**config.mk**
```make
export PLATFORM = sky130hd
export DESIGN_NAME = merge_top
export DESIGN_NICKNAME = d
export VERILOG_FILES = /design/src/merge_pkg.sv /design/src/merge_top.sv /design/src/merge_result.sv /design/src/merge_execute.sv /design/src/merge_control.sv /design/src/head_decode.sv /design/src/run_fifo.sv
export SDC_FILE = /design/constraint.sdc
export NUM_CORES = 1
export LEC_CHECK = 0
export BUFFER_PORTS_ARGS = -buffer_cell sky130_fd_sc_hd__buf_4
export CAP_MARGIN = 5
export CORE_UTILIZATION = 60
export DETAILED_ROUTE_END_ITERATION = 16
export GPL_ROUTABILITY_DRIVEN = 0
export HOLD_SLACK_MARGIN = 0.08
export PLACE_DENSITY_LB_ADDON = 0.05
export SYNTH_ARGS = -nofsm -noshare
export SYNTH_HDL_FRONTEND = slang
export SYNTH_SLANG_ARGS = --single-unit
```
**constraint.sdc**
```tcl
create_clock -name i_clk -period 5.5 [get_ports i_clk]
set_input_delay 0.275 -clock i_clk [delete_from_list [all_inputs] [get_ports i_clk]]
set_output_delay 0.275 -clock i_clk [all_outputs]
set_load 0.005 [all_outputs]
```
**src/merge_pkg.sv**
```systemverilog
package merge_pkg;

   ////////////////////////////////////////////////////////////////////////////
   // Sizes and key encoding.
   ////////////////////////////////////////////////////////////////////////////

   localparam int KEY_W      = 16;                      // Key width in bits.
   localparam int FIFO_DEPTH = 8;                       // Entries per input FIFO.
   localparam int PTR_W      = $clog2(FIFO_DEPTH);      // FIFO pointer width.
   localparam int CNT_W      = $clog2(FIFO_DEPTH + 1);  // Fill count, 0 up to depth.

   localparam logic [KEY_W-1:0] SEP_KEY       = '0;                    // Run end marker.
   localparam logic [PTR_W-1:0] LAST_PTR      = PTR_W'(FIFO_DEPTH - 1); // Wrap point.
   localparam logic [CNT_W-1:0] FIFO_FULL_CNT = CNT_W'(FIFO_DEPTH);     // Count when full.

   ////////////////////////////////////////////////////////////////////////////
   // Control states, same encoding as the original merge control.
   ////////////////////////////////////////////////////////////////////////////

   typedef enum logic [1:0] {
      TOGGLE  = 2'b00,  // Close the run pair with one separator.
      NOMINAL = 2'b01,  // Both runs open, take the smaller head.
      DONE_A  = 2'b10,  // A sits on its separator, drain B.
      DONE_B  = 2'b11   // B sits on its separator, drain A.
   } merge_state_e;

   // Head status seen by the control.
   typedef struct packed {
      logic a_sep;    // Head of A is a separator.
      logic b_sep;    // Head of B is a separator.
      logic a_empty;  // FIFO A holds nothing.
      logic b_empty;  // FIFO B holds nothing.
      logic a_lte_b;  // Head key of A is not above that of B.
   } head_flags_t;

   // One issue slot from control to execute.
   typedef struct packed {
      logic pop_a;        // Consume the head of A.
      logic pop_b;        // Consume the head of B.
      logic emit;         // Write the popped key.
      logic emit_sep;     // Write a separator.
      logic switch_bank;  // Flip the bank after this word.
   } merge_cmd_t;

   // Word handed from execute to result.
   typedef struct packed {
      logic [KEY_W-1:0] data;         // Key or SEP_KEY.
      logic             sep;          // Word closes a run.
      logic             switch_bank;  // Bank flips once this word is out.
   } out_word_t;

endpackage
```
**src/merge_top.sv**
```systemverilog
`timescale 1ns/1ps

module merge_top (
   input  logic                        i_clk,
   input  logic                        i_rst_n,
   input  logic                        i_a_wr,      // Stream A write strobe.
   input  logic [merge_pkg::KEY_W-1:0] i_a_key,
   input  logic                        i_b_wr,      // Stream B write strobe.
   input  logic [merge_pkg::KEY_W-1:0] i_b_key,
   input  logic                        i_out_full,  // Downstream back-pressure.
   output logic                        o_a_full,
   output logic                        o_b_full,
   output logic                        o_out_wr,
   output logic [merge_pkg::KEY_W-1:0] o_out_key,
   output logic                        o_out_sep,
   output logic                        o_bank
);

   logic [merge_pkg::KEY_W-1:0] a_head;      // Head of FIFO A.
   logic [merge_pkg::KEY_W-1:0] b_head;      // Head of FIFO B.
   logic                        a_empty;
   logic                        b_empty;
   logic                        a_pop;
   logic                        b_pop;
   merge_pkg::head_flags_t      flags;       // Decode to control.
   merge_pkg::merge_cmd_t       cmd;         // Control to execute.
   merge_pkg::out_word_t        word;        // Execute to result.
   logic                        word_valid;

   ////////////////////////////////////////////////////////////////////////////
   // Input FIFOs.
   ////////////////////////////////////////////////////////////////////////////

   run_fifo u_fifo_a (
      .i_clk(i_clk), .i_rst_n(i_rst_n),
      .i_wr(i_a_wr), .i_key(i_a_key), .i_pop(a_pop),
      .o_head(a_head), .o_empty(a_empty), .o_full(o_a_full)
   );

   run_fifo u_fifo_b (
      .i_clk(i_clk), .i_rst_n(i_rst_n),
      .i_wr(i_b_wr), .i_key(i_b_key), .i_pop(b_pop),
      .o_head(b_head), .o_empty(b_empty), .o_full(o_b_full)
   );

   ////////////////////////////////////////////////////////////////////////////
   // Decode, control, execute and result.
   ////////////////////////////////////////////////////////////////////////////

   head_decode u_head_decode (
      .i_a_head(a_head), .i_b_head(b_head),
      .i_a_empty(a_empty), .i_b_empty(b_empty),
      .o_flags(flags)
   );

   merge_control u_merge_control (
      .i_clk(i_clk), .i_rst_n(i_rst_n),
      .i_flags(flags), .i_out_full(i_out_full),
      .o_cmd(cmd), .o_stall()
   );

   merge_execute u_merge_execute (
      .i_a_head(a_head), .i_b_head(b_head), .i_cmd(cmd),
      .o_a_pop(a_pop), .o_b_pop(b_pop),
      .o_word(word), .o_word_valid(word_valid)
   );

   merge_result u_merge_result (
      .i_clk(i_clk), .i_rst_n(i_rst_n),
      .i_word(word), .i_word_valid(word_valid),
      .o_out_wr(o_out_wr), .o_out_key(o_out_key),
      .o_out_sep(o_out_sep), .o_bank(o_bank)
   );

endmodule

```
**src/merge_result.sv**
```systemverilog
`timescale 1ns/1ps

module merge_result (
   input  logic                        i_clk,
   input  logic                        i_rst_n,
   input  merge_pkg::out_word_t        i_word,        // Word from execute.
   input  logic                        i_word_valid,  // Write i_word.
   output logic                        o_out_wr,      // Output strobe.
   output logic [merge_pkg::KEY_W-1:0] o_out_key,     // Output key.
   output logic                        o_out_sep,     // Output word is a separator.
   output logic                        o_bank         // Destination bank select.
);

   merge_pkg::out_word_t r_word;  // Word on the output pins.

   ////////////////////////////////////////////////////////////////////////////
   // Output word register.
   ////////////////////////////////////////////////////////////////////////////

   // Loaded only on a write, so the pins hold the last word between strobes.
   always_ff @(posedge i_clk) begin
      if (i_word_valid) begin
         r_word <= i_word;
      end
   end

   assign o_out_key = r_word.data;
   assign o_out_sep = r_word.sep;

   ////////////////////////////////////////////////////////////////////////////
   // Strobe and bank flag.
   ////////////////////////////////////////////////////////////////////////////

   always_ff @(posedge i_clk) begin
      if (!i_rst_n) begin
         o_out_wr <= 1'b0;
         o_bank   <= 1'b0;  // First pass goes to bank 0.
      end else begin
         o_out_wr <= i_word_valid;  // One cycle after the decision.
         // The bank moves the cycle after the separator is on the pins.
         if (o_out_wr && r_word.switch_bank) begin
            o_bank <= ~o_bank;
         end
      end
   end

endmodule

```
**src/merge_execute.sv**
```systemverilog
`timescale 1ns/1ps

module merge_execute (
   input  logic [merge_pkg::KEY_W-1:0] i_a_head,      // Head key of A.
   input  logic [merge_pkg::KEY_W-1:0] i_b_head,      // Head key of B.
   input  merge_pkg::merge_cmd_t       i_cmd,         // Issue from control.
   output logic                        o_a_pop,       // Pop strobe to FIFO A.
   output logic                        o_b_pop,       // Pop strobe to FIFO B.
   output merge_pkg::out_word_t        o_word,        // Word for the result stage.
   output logic                        o_word_valid   // o_word is to be written.
);

   logic [merge_pkg::KEY_W-1:0] key_sel;  // Key taken from the popped side.

   ////////////////////////////////////////////////////////////////////////////
   // FIFO pops.
   ////////////////////////////////////////////////////////////////////////////

   // Pops leave in the decision cycle. The heads move on at the next edge.
   assign o_a_pop = i_cmd.pop_a;
   assign o_b_pop = i_cmd.pop_b;

   ////////////////////////////////////////////////////////////////////////////
   // Output word.
   ////////////////////////////////////////////////////////////////////////////

   always_comb begin
      if (i_cmd.emit_sep) begin
         key_sel = merge_pkg::SEP_KEY;  // Both heads are separators here.
      end else if (i_cmd.pop_a) begin
         key_sel = i_a_head;
      end else begin
         key_sel = i_b_head;            // B popped, or nothing issued.
      end
   end

   always_comb begin
      o_word             = '0;
      o_word.data        = key_sel;
      o_word.sep         = i_cmd.emit_sep;     // Marks the run end downstream.
      o_word.switch_bank = i_cmd.switch_bank;  // Only set with the separator.
   end

   assign o_word_valid = i_cmd.emit | i_cmd.emit_sep;  // One word per issue at most.

endmodule

```
**src/merge_control.sv**
```systemverilog
`timescale 1ns/1ps

module merge_control (
   input  logic                   i_clk,
   input  logic                   i_rst_n,
   input  merge_pkg::head_flags_t i_flags,     // Head status from decode.
   input  logic                   i_out_full,  // Downstream cannot take a word.
   output merge_pkg::merge_cmd_t  o_cmd,       // Issue slot for execute.
   output logic                   o_stall      // Nothing issued this cycle.
);

   merge_pkg::merge_state_e state;       // Current merge state.
   merge_pkg::merge_state_e next_state;  // State once this cycle issues.
   merge_pkg::merge_cmd_t   cmd;         // Command before the stall gate.
   logic                    need_stall;  // Out full or a needed FIFO empty.

   ////////////////////////////////////////////////////////////////////////////
   // Next state and source choice.
   ////////////////////////////////////////////////////////////////////////////

   always_comb begin
      next_state = state;
      cmd        = '0;
      need_stall = i_out_full;  // Back-pressure stops every state.
      case (state)
         merge_pkg::NOMINAL: begin
            need_stall = need_stall | i_flags.a_empty | i_flags.b_empty;
            if (i_flags.a_sep) begin
               next_state = merge_pkg::DONE_A;  // Run of A ended, B drains.
            end else if (i_flags.b_sep) begin
               next_state = merge_pkg::DONE_B;  // Mirror case.
            end else begin
               cmd.pop_a = i_flags.a_lte_b;     // Ties go to A.
               cmd.pop_b = ~i_flags.a_lte_b;
               cmd.emit  = 1'b1;
            end
         end
         merge_pkg::DONE_A: begin
            need_stall = need_stall | i_flags.b_empty;  // Only B is read here.
            if (i_flags.b_sep) begin
               next_state = merge_pkg::TOGGLE;  // Both sides now on a separator.
            end else begin
               cmd.pop_b = 1'b1;
               cmd.emit  = 1'b1;
            end
         end
         merge_pkg::DONE_B: begin
            need_stall = need_stall | i_flags.a_empty;  // Only A is read here.
            if (i_flags.a_sep) begin
               next_state = merge_pkg::TOGGLE;
            end else begin
               cmd.pop_a = 1'b1;
               cmd.emit  = 1'b1;
            end
         end
         default: begin  // TOGGLE reads both heads.
            need_stall = need_stall | i_flags.a_empty | i_flags.b_empty;
            if (i_flags.a_sep && i_flags.b_sep) begin
               cmd.pop_a       = 1'b1;  // Drop both separators at once.
               cmd.pop_b       = 1'b1;
               cmd.emit_sep    = 1'b1;  // One separator goes out for the pair.
               cmd.switch_bank = 1'b1;
               next_state      = merge_pkg::NOMINAL;
            end else if (i_flags.a_sep) begin
               next_state = merge_pkg::DONE_A;  // Leading separator on A only.
            end else if (i_flags.b_sep) begin
               next_state = merge_pkg::DONE_B;  // Leading separator on B only.
            end else begin
               next_state = merge_pkg::NOMINAL; // Fresh runs on both sides.
            end
         end
      endcase
   end

   // A stalled cycle issues nothing.
   assign o_cmd   = need_stall ? '0 : cmd;
   assign o_stall = need_stall;

   ////////////////////////////////////////////////////////////////////////////
   // State register.
   ////////////////////////////////////////////////////////////////////////////

   always_ff @(posedge i_clk) begin
      if (!i_rst_n) begin
         state <= merge_pkg::TOGGLE;  // Start as if a run pair just closed.
      end else if (!need_stall) begin
         state <= next_state;         // Held while stalled.
      end
   end

endmodule

```
**src/head_decode.sv**
```systemverilog
`timescale 1ns/1ps

module head_decode (
   input  logic [merge_pkg::KEY_W-1:0] i_a_head,   // Head key of A.
   input  logic [merge_pkg::KEY_W-1:0] i_b_head,   // Head key of B.
   input  logic                        i_a_empty,
   input  logic                        i_b_empty,
   output merge_pkg::head_flags_t      o_flags
);

   // An empty FIFO shows a stale head, so it never reads as a run end.
   assign o_flags.a_sep   = ~i_a_empty & (i_a_head == merge_pkg::SEP_KEY);
   assign o_flags.b_sep   = ~i_b_empty & (i_b_head == merge_pkg::SEP_KEY);
   assign o_flags.a_empty = i_a_empty;
   assign o_flags.b_empty = i_b_empty;
   assign o_flags.a_lte_b = (i_a_head <= i_b_head);  // Equal keys count for A.

endmodule

```
**src/run_fifo.sv**
```systemverilog
`timescale 1ns/1ps

module run_fifo (
   input  logic                        i_clk,
   input  logic                        i_rst_n,
   input  logic                        i_wr,     // Write strobe.
   input  logic [merge_pkg::KEY_W-1:0] i_key,    // Key to store.
   input  logic                        i_pop,    // Consume the head.
   output logic [merge_pkg::KEY_W-1:0] o_head,   // Oldest key, no pop needed.
   output logic                        o_empty,
   output logic                        o_full
);

   logic [merge_pkg::KEY_W-1:0] mem [merge_pkg::FIFO_DEPTH];  // Circular key store.
   logic [merge_pkg::PTR_W-1:0] wr_ptr;                       // Next slot to fill.
   logic [merge_pkg::PTR_W-1:0] rd_ptr;                       // Slot of the head.
   logic [merge_pkg::CNT_W-1:0] count;                        // Words held.
   logic                        wr_ok;                        // Write accepted.
   logic                        pop_ok;                       // Pop accepted.

   assign o_empty = (count == '0);
   assign o_full  = (count == merge_pkg::FIFO_FULL_CNT);

   assign wr_ok  = i_wr & ~o_full;     // A write into a full FIFO is dropped.
   assign pop_ok = i_pop & ~o_empty;   // A pop of an empty FIFO is ignored.

   assign o_head = mem[rd_ptr];        // Head shows one cycle after its write.

   ////////////////////////////////////////////////////////////////////////////
   // Storage.
   ////////////////////////////////////////////////////////////////////////////

   always_ff @(posedge i_clk) begin
      if (wr_ok) begin
         mem[wr_ptr] <= i_key;
      end
   end

   ////////////////////////////////////////////////////////////////////////////
   // Pointers and fill count.
   ////////////////////////////////////////////////////////////////////////////

   always_ff @(posedge i_clk) begin
      if (!i_rst_n) begin
         wr_ptr <= '0;
         rd_ptr <= '0;
         count  <= '0;
      end else begin
         if (wr_ok) begin
            wr_ptr <= (wr_ptr == merge_pkg::LAST_PTR) ? '0 : wr_ptr + 1'b1;
         end
         if (pop_ok) begin
            rd_ptr <= (rd_ptr == merge_pkg::LAST_PTR) ? '0 : rd_ptr + 1'b1;
         end
         // Write and pop together leave the count alone.
         case ({wr_ok, pop_ok})
            2'b10:   count <= count + 1'b1;
            2'b01:   count <= count - 1'b1;
            default: count <= count;
         endcase
      end
   end

endmodule

```
# Word level (Yosys, flattened, before mapping)
# Memories as Yosys holds them, arrays and structs flattened. A register that Yosys moved wholly into a read port is not among the register bits.
# Index checks and enable logic that the tools add are counted.
# op_classes
n_addsub	8
magnitude_cmp	1
eq_ne	16
mux	34
bitwise_logic	17
reduce_logical	11
# op_table
cell	count
$logic_not 16->1	2
$mux 3	10
$mux 2	10
$le 16x16->1	1
$mux 16	1
$pmux 4 s2	2
$add 3x1->3 const B	4
$eq 3x3->1 const B	4
$pmux 1 s3	3
$add 4x1->4 const B	2
$eq 2x2->1 const B	4
$eq 4x4->1 const B	2
$logic_not 4->1	2
$sub 4x1->4 const B	2
$not 1->1	7
$and 1x1->1	6
$eq 2x1->1 const B	3
$pmux 2 s3	1
$mux 1	5
$mux 5	1
$ne 2x1->1 const B	2
$or 1x1->1	4
$reduce_and 4->1	1
$reduce_bool 2->1	2
other kinds (5)	6
# word_totals
ff_bits	42
ramBits	256
out_inout_bits	21
word_cells	101
mem_count	2
# memory_table
memory	words	width	read_ports	rd_ports_with_merged_regs	wr	line_no	text
u_fifo_a.mem	8	16	1	1	1	run_fifo.sv:14	logic [merge_pkg::KEY_W-1:0] mem [merge_pkg::FIFO_DEPTH];
u_fifo_b.mem	8	16	1	1	1	run_fifo.sv:14	

# Longest topological paths before layout
# depth
word_depth	10
ltp_mapped	21

# Cells and area by module
# Synthesis repeated with hierarchy kept, for this count alone.
# hier_totals
hier_cells	724
hier_area_um2	13046.3
# by_module_without_submodules
module	instances	cells_each	area_per_inst_um2	seq_area_each_um2
run_fifo at u_fifo_b	1	265	5650.4	4103.9
run_fifo at u_fifo_a	1	264	5526.6	4103.9
merge_result	1	41	730.7	580.6
head_decode	1	70	495.5	0.0
merge_control	1	43	346.6	40.0
merge_execute	1	41	296.5	0.0

# Least setup slack after synthesis
# Ideal clock, no wire load.
# synth_timing
kind	flip-flop to flip-flop
startpoint	reg with a tool-made name
endpoint	reg u_fifo_a.count[2] (netlist name)
setup_time_ns	0.076
t_arrival_ns	4.458
required_time_ns	5.424
slack_ns	0.967
path_stages_with_launch	20
n_path_buf	3
synth_period_minus_slack_ns	4.533
path_cell_list	dfxtp_1 -> buf_2 -> buf_2 -> buf_1 -> mux4_2 -> mux2i_1 -> ha_1 -> nor2b_1 -> o211ai_1 -> a21oi_1 -> o31ai_1 -> a41oi_4 -> o22ai_1 -> ha_1 -> xor2_1 -> ha_1 -> a21oi_1 -> xor2_1 -> or3_1 -> a21boi_0
# synth_lines
element	line_no	text
to (signal assigned)	run_fifo.sv:57	2'b10: count <= count + 1'b1;
to (signal assigned)	run_fifo.sv:58	2'b01: count <= count - 1'b1;
to (signal assigned)	run_fifo.sv:59	default: count <= count;
to (decl)	run_fifo.sv:17	logic [merge_pkg::CNT_W-1:0] count;

==> impl_results.md <==
- Worst supply voltage drop on vdd: 0.000270 V
- Die Width: 148 um
- Die outline height: 148 um
- Pin count of the biggest net entering global routing: 35
- Sequential Power Share: 53.3%
- Hold path start: i_rst_n
- Count of unresolved DRC violations after routing: 0
- Startpoint-to-endpoint class of the critical path: reg2reg
- 1st-pass router iterations: 5
- Psw: 1000 uW
- #FFs+latches synth: 304
- Area enclosed by the die boundary: 0.0220 sq mm
- Total Wirelength: 25300 um
- Worst setup EP type: flop
- Share of power burned in the clock network: 41.4%
- Clock root buffer master: sky130_fd_sc_hd__clkbuf_16
- Starting density of the core: 61.1%
- DR iter-0 viols: 505
- Startpoint class of the critical path: flop
- Worst-Skew Late Latency: 0.58 ns
- Leak: 0.00502 uW
- Top-level I/O count: 58
- Max Clk Rate: 195 MHz
- Run status: finished clean
- Total negative slack for setup checks: 0 ns
- Reg2Reg Capture Point: u_fifo_b.count[3]$_SDFFE_PN0P_
- Overflow left after global routing: 0
- Post-CTS Hold Fix Bufs: 32
- Vias: 6747
- Via count of the first global-routing pass: 6772
- Count of distinct cell types in the synthesized netlist: 54
- Most frequent standard cell in the layout excluding fill and tap cells: sky130_fd_sc_hd__edfxtp_1
- Post_cts resized: 0
- Number of enable flip-flop cells after synthesis: 274
- Worst endpoint required time: 5.98 ns
- Placeable Area: 0.0210 sq mm
- Buffer levels on the longest clock path: 3
- Transition at the pin with the smallest max-transition slack: 1.14 ns
- Cell area after technology mapping: 0.0128 sq mm
- Worst Hold Path Cells: 2
- TritonCTS sink count: 304
- H-tree depth: 1
- Cells after synthesis: 724
- Core utilization of the finished layout: 71.2%
- Wirelength per Cell: 22.4 um
- Maximum fanout along the worst path: 13
- Final nets: 904
- Fraction of final layout cells with drive strength greater than 1: 26.6%
- Total CTS buffers: 31
- Maximum clock skew at final layout: 0.0286 ns
- Number of antenna violations at the first check in global routing: 1
- Slew Viols, Final: 0
- TritonCTS clock tree: yes
- Top library cells by usage in the layout, fill and taps aside: sky130_fd_sc_hd__edfxtp_1, sky130_fd_sc_hd__buf_4, sky130_fd_sc_hd__mux4_2, sky130_fd_sc_hd__nand2_1, sky130_fd_sc_hd__ha_1
- CP Data Arrival Time: 5.61 ns
- Setup repair bufs after CTS: 0
- Total power per unit cell area: 324 mW/mm^2
- Average via count per standard cell: 5.99
- Share of flip-flops with an asynchronous set or reset: 0%
- Antenna viol nets, final: 0
- DPL Wire Length: 15800 um
- Post-route clock period utilization: 93.4%
- Buffers added on ports: 57
- Layout area overhead: 16.5%
- Global routing usage summed across all routing layers: 23.9%
- Power share of the combinational group: 5.2%
- Unrepaired setup endpoints after global routing: false
- Class of the tightest hold or removal check: in2reg
- Setup slack of the worst register-to-register path: 0.36 ns
- Mean instance size in the synthesized netlist: 17.7 sq um
- Syn Nets: 799
- Number of violations of the max-capacitance limit: 0
- Net switching fraction of the power: 20.7%
- Rows: 53
- Setup violators final: 0
- Max transition margin: 24.2%
- Yosys Warn Count: 0
- Reg2reg path depth: 18
- Most used flip-flop cell after synthesis: sky130_fd_sc_hd__edfxtp_1
- Fraction of the yosys area taken by sequential cells: 68.8%
- Wire length of the first global-routing pass: 39000 um
- Clock slew at the register clock pins of the worst setup and hold paths: 0.06 ns
- Hold Path Sink: u_fifo_a.wr_ptr[0]$_SDFFE_PN0P_
- Post-route setup slack: 0.363 ns
- Hold violation count in the final report: 0
- Pre-CTS setup slack: 0.428 ns
- Internal portion of total power: 3840 uW
- Post-layout minimum cycle time: 5.14 ns
- Inserted Diodes: 0
[worst max path at each step]
| stage | start | end | depth (start not counted) |
|---|---|---|---|
| finish | flop | u_fifo_b.count[3]$_SDFFE_PN0P_ | 18 |
| global route | flop | u_fifo_b.count[3]$_SDFFE_PN0P_ | 18 |
| floorplan | flop | u_fifo_a.count[2]$_SDFFE_PN0P_ | 19 |
| global placement | flop | u_fifo_b.count[3]$_SDFFE_PN0P_ | 18 |
| detailed placement | flop | u_fifo_b.count[3]$_SDFFE_PN0P_ | 18 |
| CTS | flop | u_fifo_b.count[3]$_SDFFE_PN0P_ | 18 |
[layer usage]
layer / GRT usage [%] / share of wire [%]
met1: 36.6 / 47
met2: 36.8 / 47
met3: 3.37 / 5.4
met4: 5.52 / 1.6
met5: 0 / 0
[state kept, by name, summed over array words and instances (netlist names), 2 cells and up, named ones only]
signal / count
u_fifo_a.count: 4
u_fifo_a.mem: 128
u_fifo_a.rd_ptr: 3
u_fifo_a.wr_ptr: 3
u_fifo_b.count: 4
u_fifo_b.mem: 128
u_fifo_b.rd_ptr: 3
u_fifo_b.wr_ptr: 3
u_merge_control.state: 2
u_merge_result.o_out_key: 16
[synthesized netlist by cell type (7+ instances only)]
cell type	count	area (sq um)
sky130_fd_sc_hd__clkbuf_1	10	37.5
sky130_fd_sc_hd__o21ai_0	10	50.1
sky130_fd_sc_hd__nor2_1	13	48.8
sky130_fd_sc_hd__nand2b_1	7	43.8
sky130_fd_sc_hd__nor2b_1	10	62.6
sky130_fd_sc_hd__nand3_1	9	45.0
sky130_fd_sc_hd__mux4_2	58	1310
sky130_fd_sc_hd__mux2_2	18	203
sky130_fd_sc_hd__buf_4	17	128
sky130_fd_sc_hd__mux2i_1	36	360
sky130_fd_sc_hd__nor3_1	16	80.1
sky130_fd_sc_hd__edfxtp_1	274	8230
sky130_fd_sc_hd__a21oi_1	14	70.1
sky130_fd_sc_hd__dfxtp_1	30	601
sky130_fd_sc_hd__inv_1	18	67.6
sky130_fd_sc_hd__ha_1	37	463
sky130_fd_sc_hd__nand4_1	10	62.6
sky130_fd_sc_hd__nand2_1	47	176
sky130_fd_sc_hd__and2_1	7	43.8
sky130_fd_sc_hd__buf_2	7	35.0
sky130_fd_sc_hd__nor4_1	13	81.3
[through the flow]
step | power, uW | cells | hold WS [ns] | instance area [sq um]
6_report | 4850 | 1127 | 0.140 | 15000
5_1_grt | 5000 | 1127 | 0.137 | 15000
4_1_cts | 4880 | 1127 | 0.117 | 15000
3_5_place_dp | 2870 | 1039 | 0.493 | 13700
3_3_place_gp | 2850 | 1039 | 0.476 | 13700
2_1_floorplan | 2760 | 724 | 0.374 | 12800
[kinds of logic (layout without fill, tap and decap cells)]
family	count (synthesis)	after routing	share of synthesized area [%]
mux	120	120	15.9
simple gates	148	148	5.96
flops	304	304	68.8
compound gates	47	47	2.56
buf+inv	60	188	2.61
xor+xnor	7	7	0.477
fa+ha+maj	38	38	3.76
[worst max-delay path, stage by stage, from the launching register on]
cell and delay (ns):
sky130_fd_sc_hd__dfxtp_2 0.51, sky130_fd_sc_hd__buf_4 0.34, sky130_fd_sc_hd__mux4_2 0.54, sky130_fd_sc_hd__mux2i_1 0.36, sky130_fd_sc_hd__ha_1 0.33, sky130_fd_sc_hd__nor2b_1 0.14
sky130_fd_sc_hd__o211ai_1 0.15, sky130_fd_sc_hd__a21oi_1 0.09, sky130_fd_sc_hd__o31ai_1 0.56, sky130_fd_sc_hd__a32oi_1 0.26, sky130_fd_sc_hd__o311ai_2 0.21, sky130_fd_sc_hd__inv_1 0.09
sky130_fd_sc_hd__ha_1 0.23, sky130_fd_sc_hd__ha_1 0.29, sky130_fd_sc_hd__a21o_1 0.18, sky130_fd_sc_hd__a21oi_1 0.16, sky130_fd_sc_hd__xnor2_1 0.09, sky130_fd_sc_hd__or3_1 0.31
sky130_fd_sc_hd__a21boi_0 0.17
[layout make-up]
| class | count | area, sq um |
|---|---|---|
| Clock buffer | 36 | 795 |
| Tap cell | 275 | 344 |
| Multi-Input combinational cell | 360 | 3790 |
| Timing Repair Buffer | 114 | 948 |
| Clock inverter | 20 | 184 |
| Sequential cell | 304 | 8830 |
| Inverter | 18 | 67.6 |
| Fill cell | 1306 | 6060 |
[power groups by stage]
stage          registers [uW]  logic, uW  clock network, uW
4_1_cts                  2580        254               2040
2_1_floorplan            2630        132                  0
3_5_place_dp             2630        233                  0
3_3_place_gp             2630        224                  0
5_1_grt                  2590        278               2130
6_report                 2580        253               2010
(Power assumes the default switching activity.)
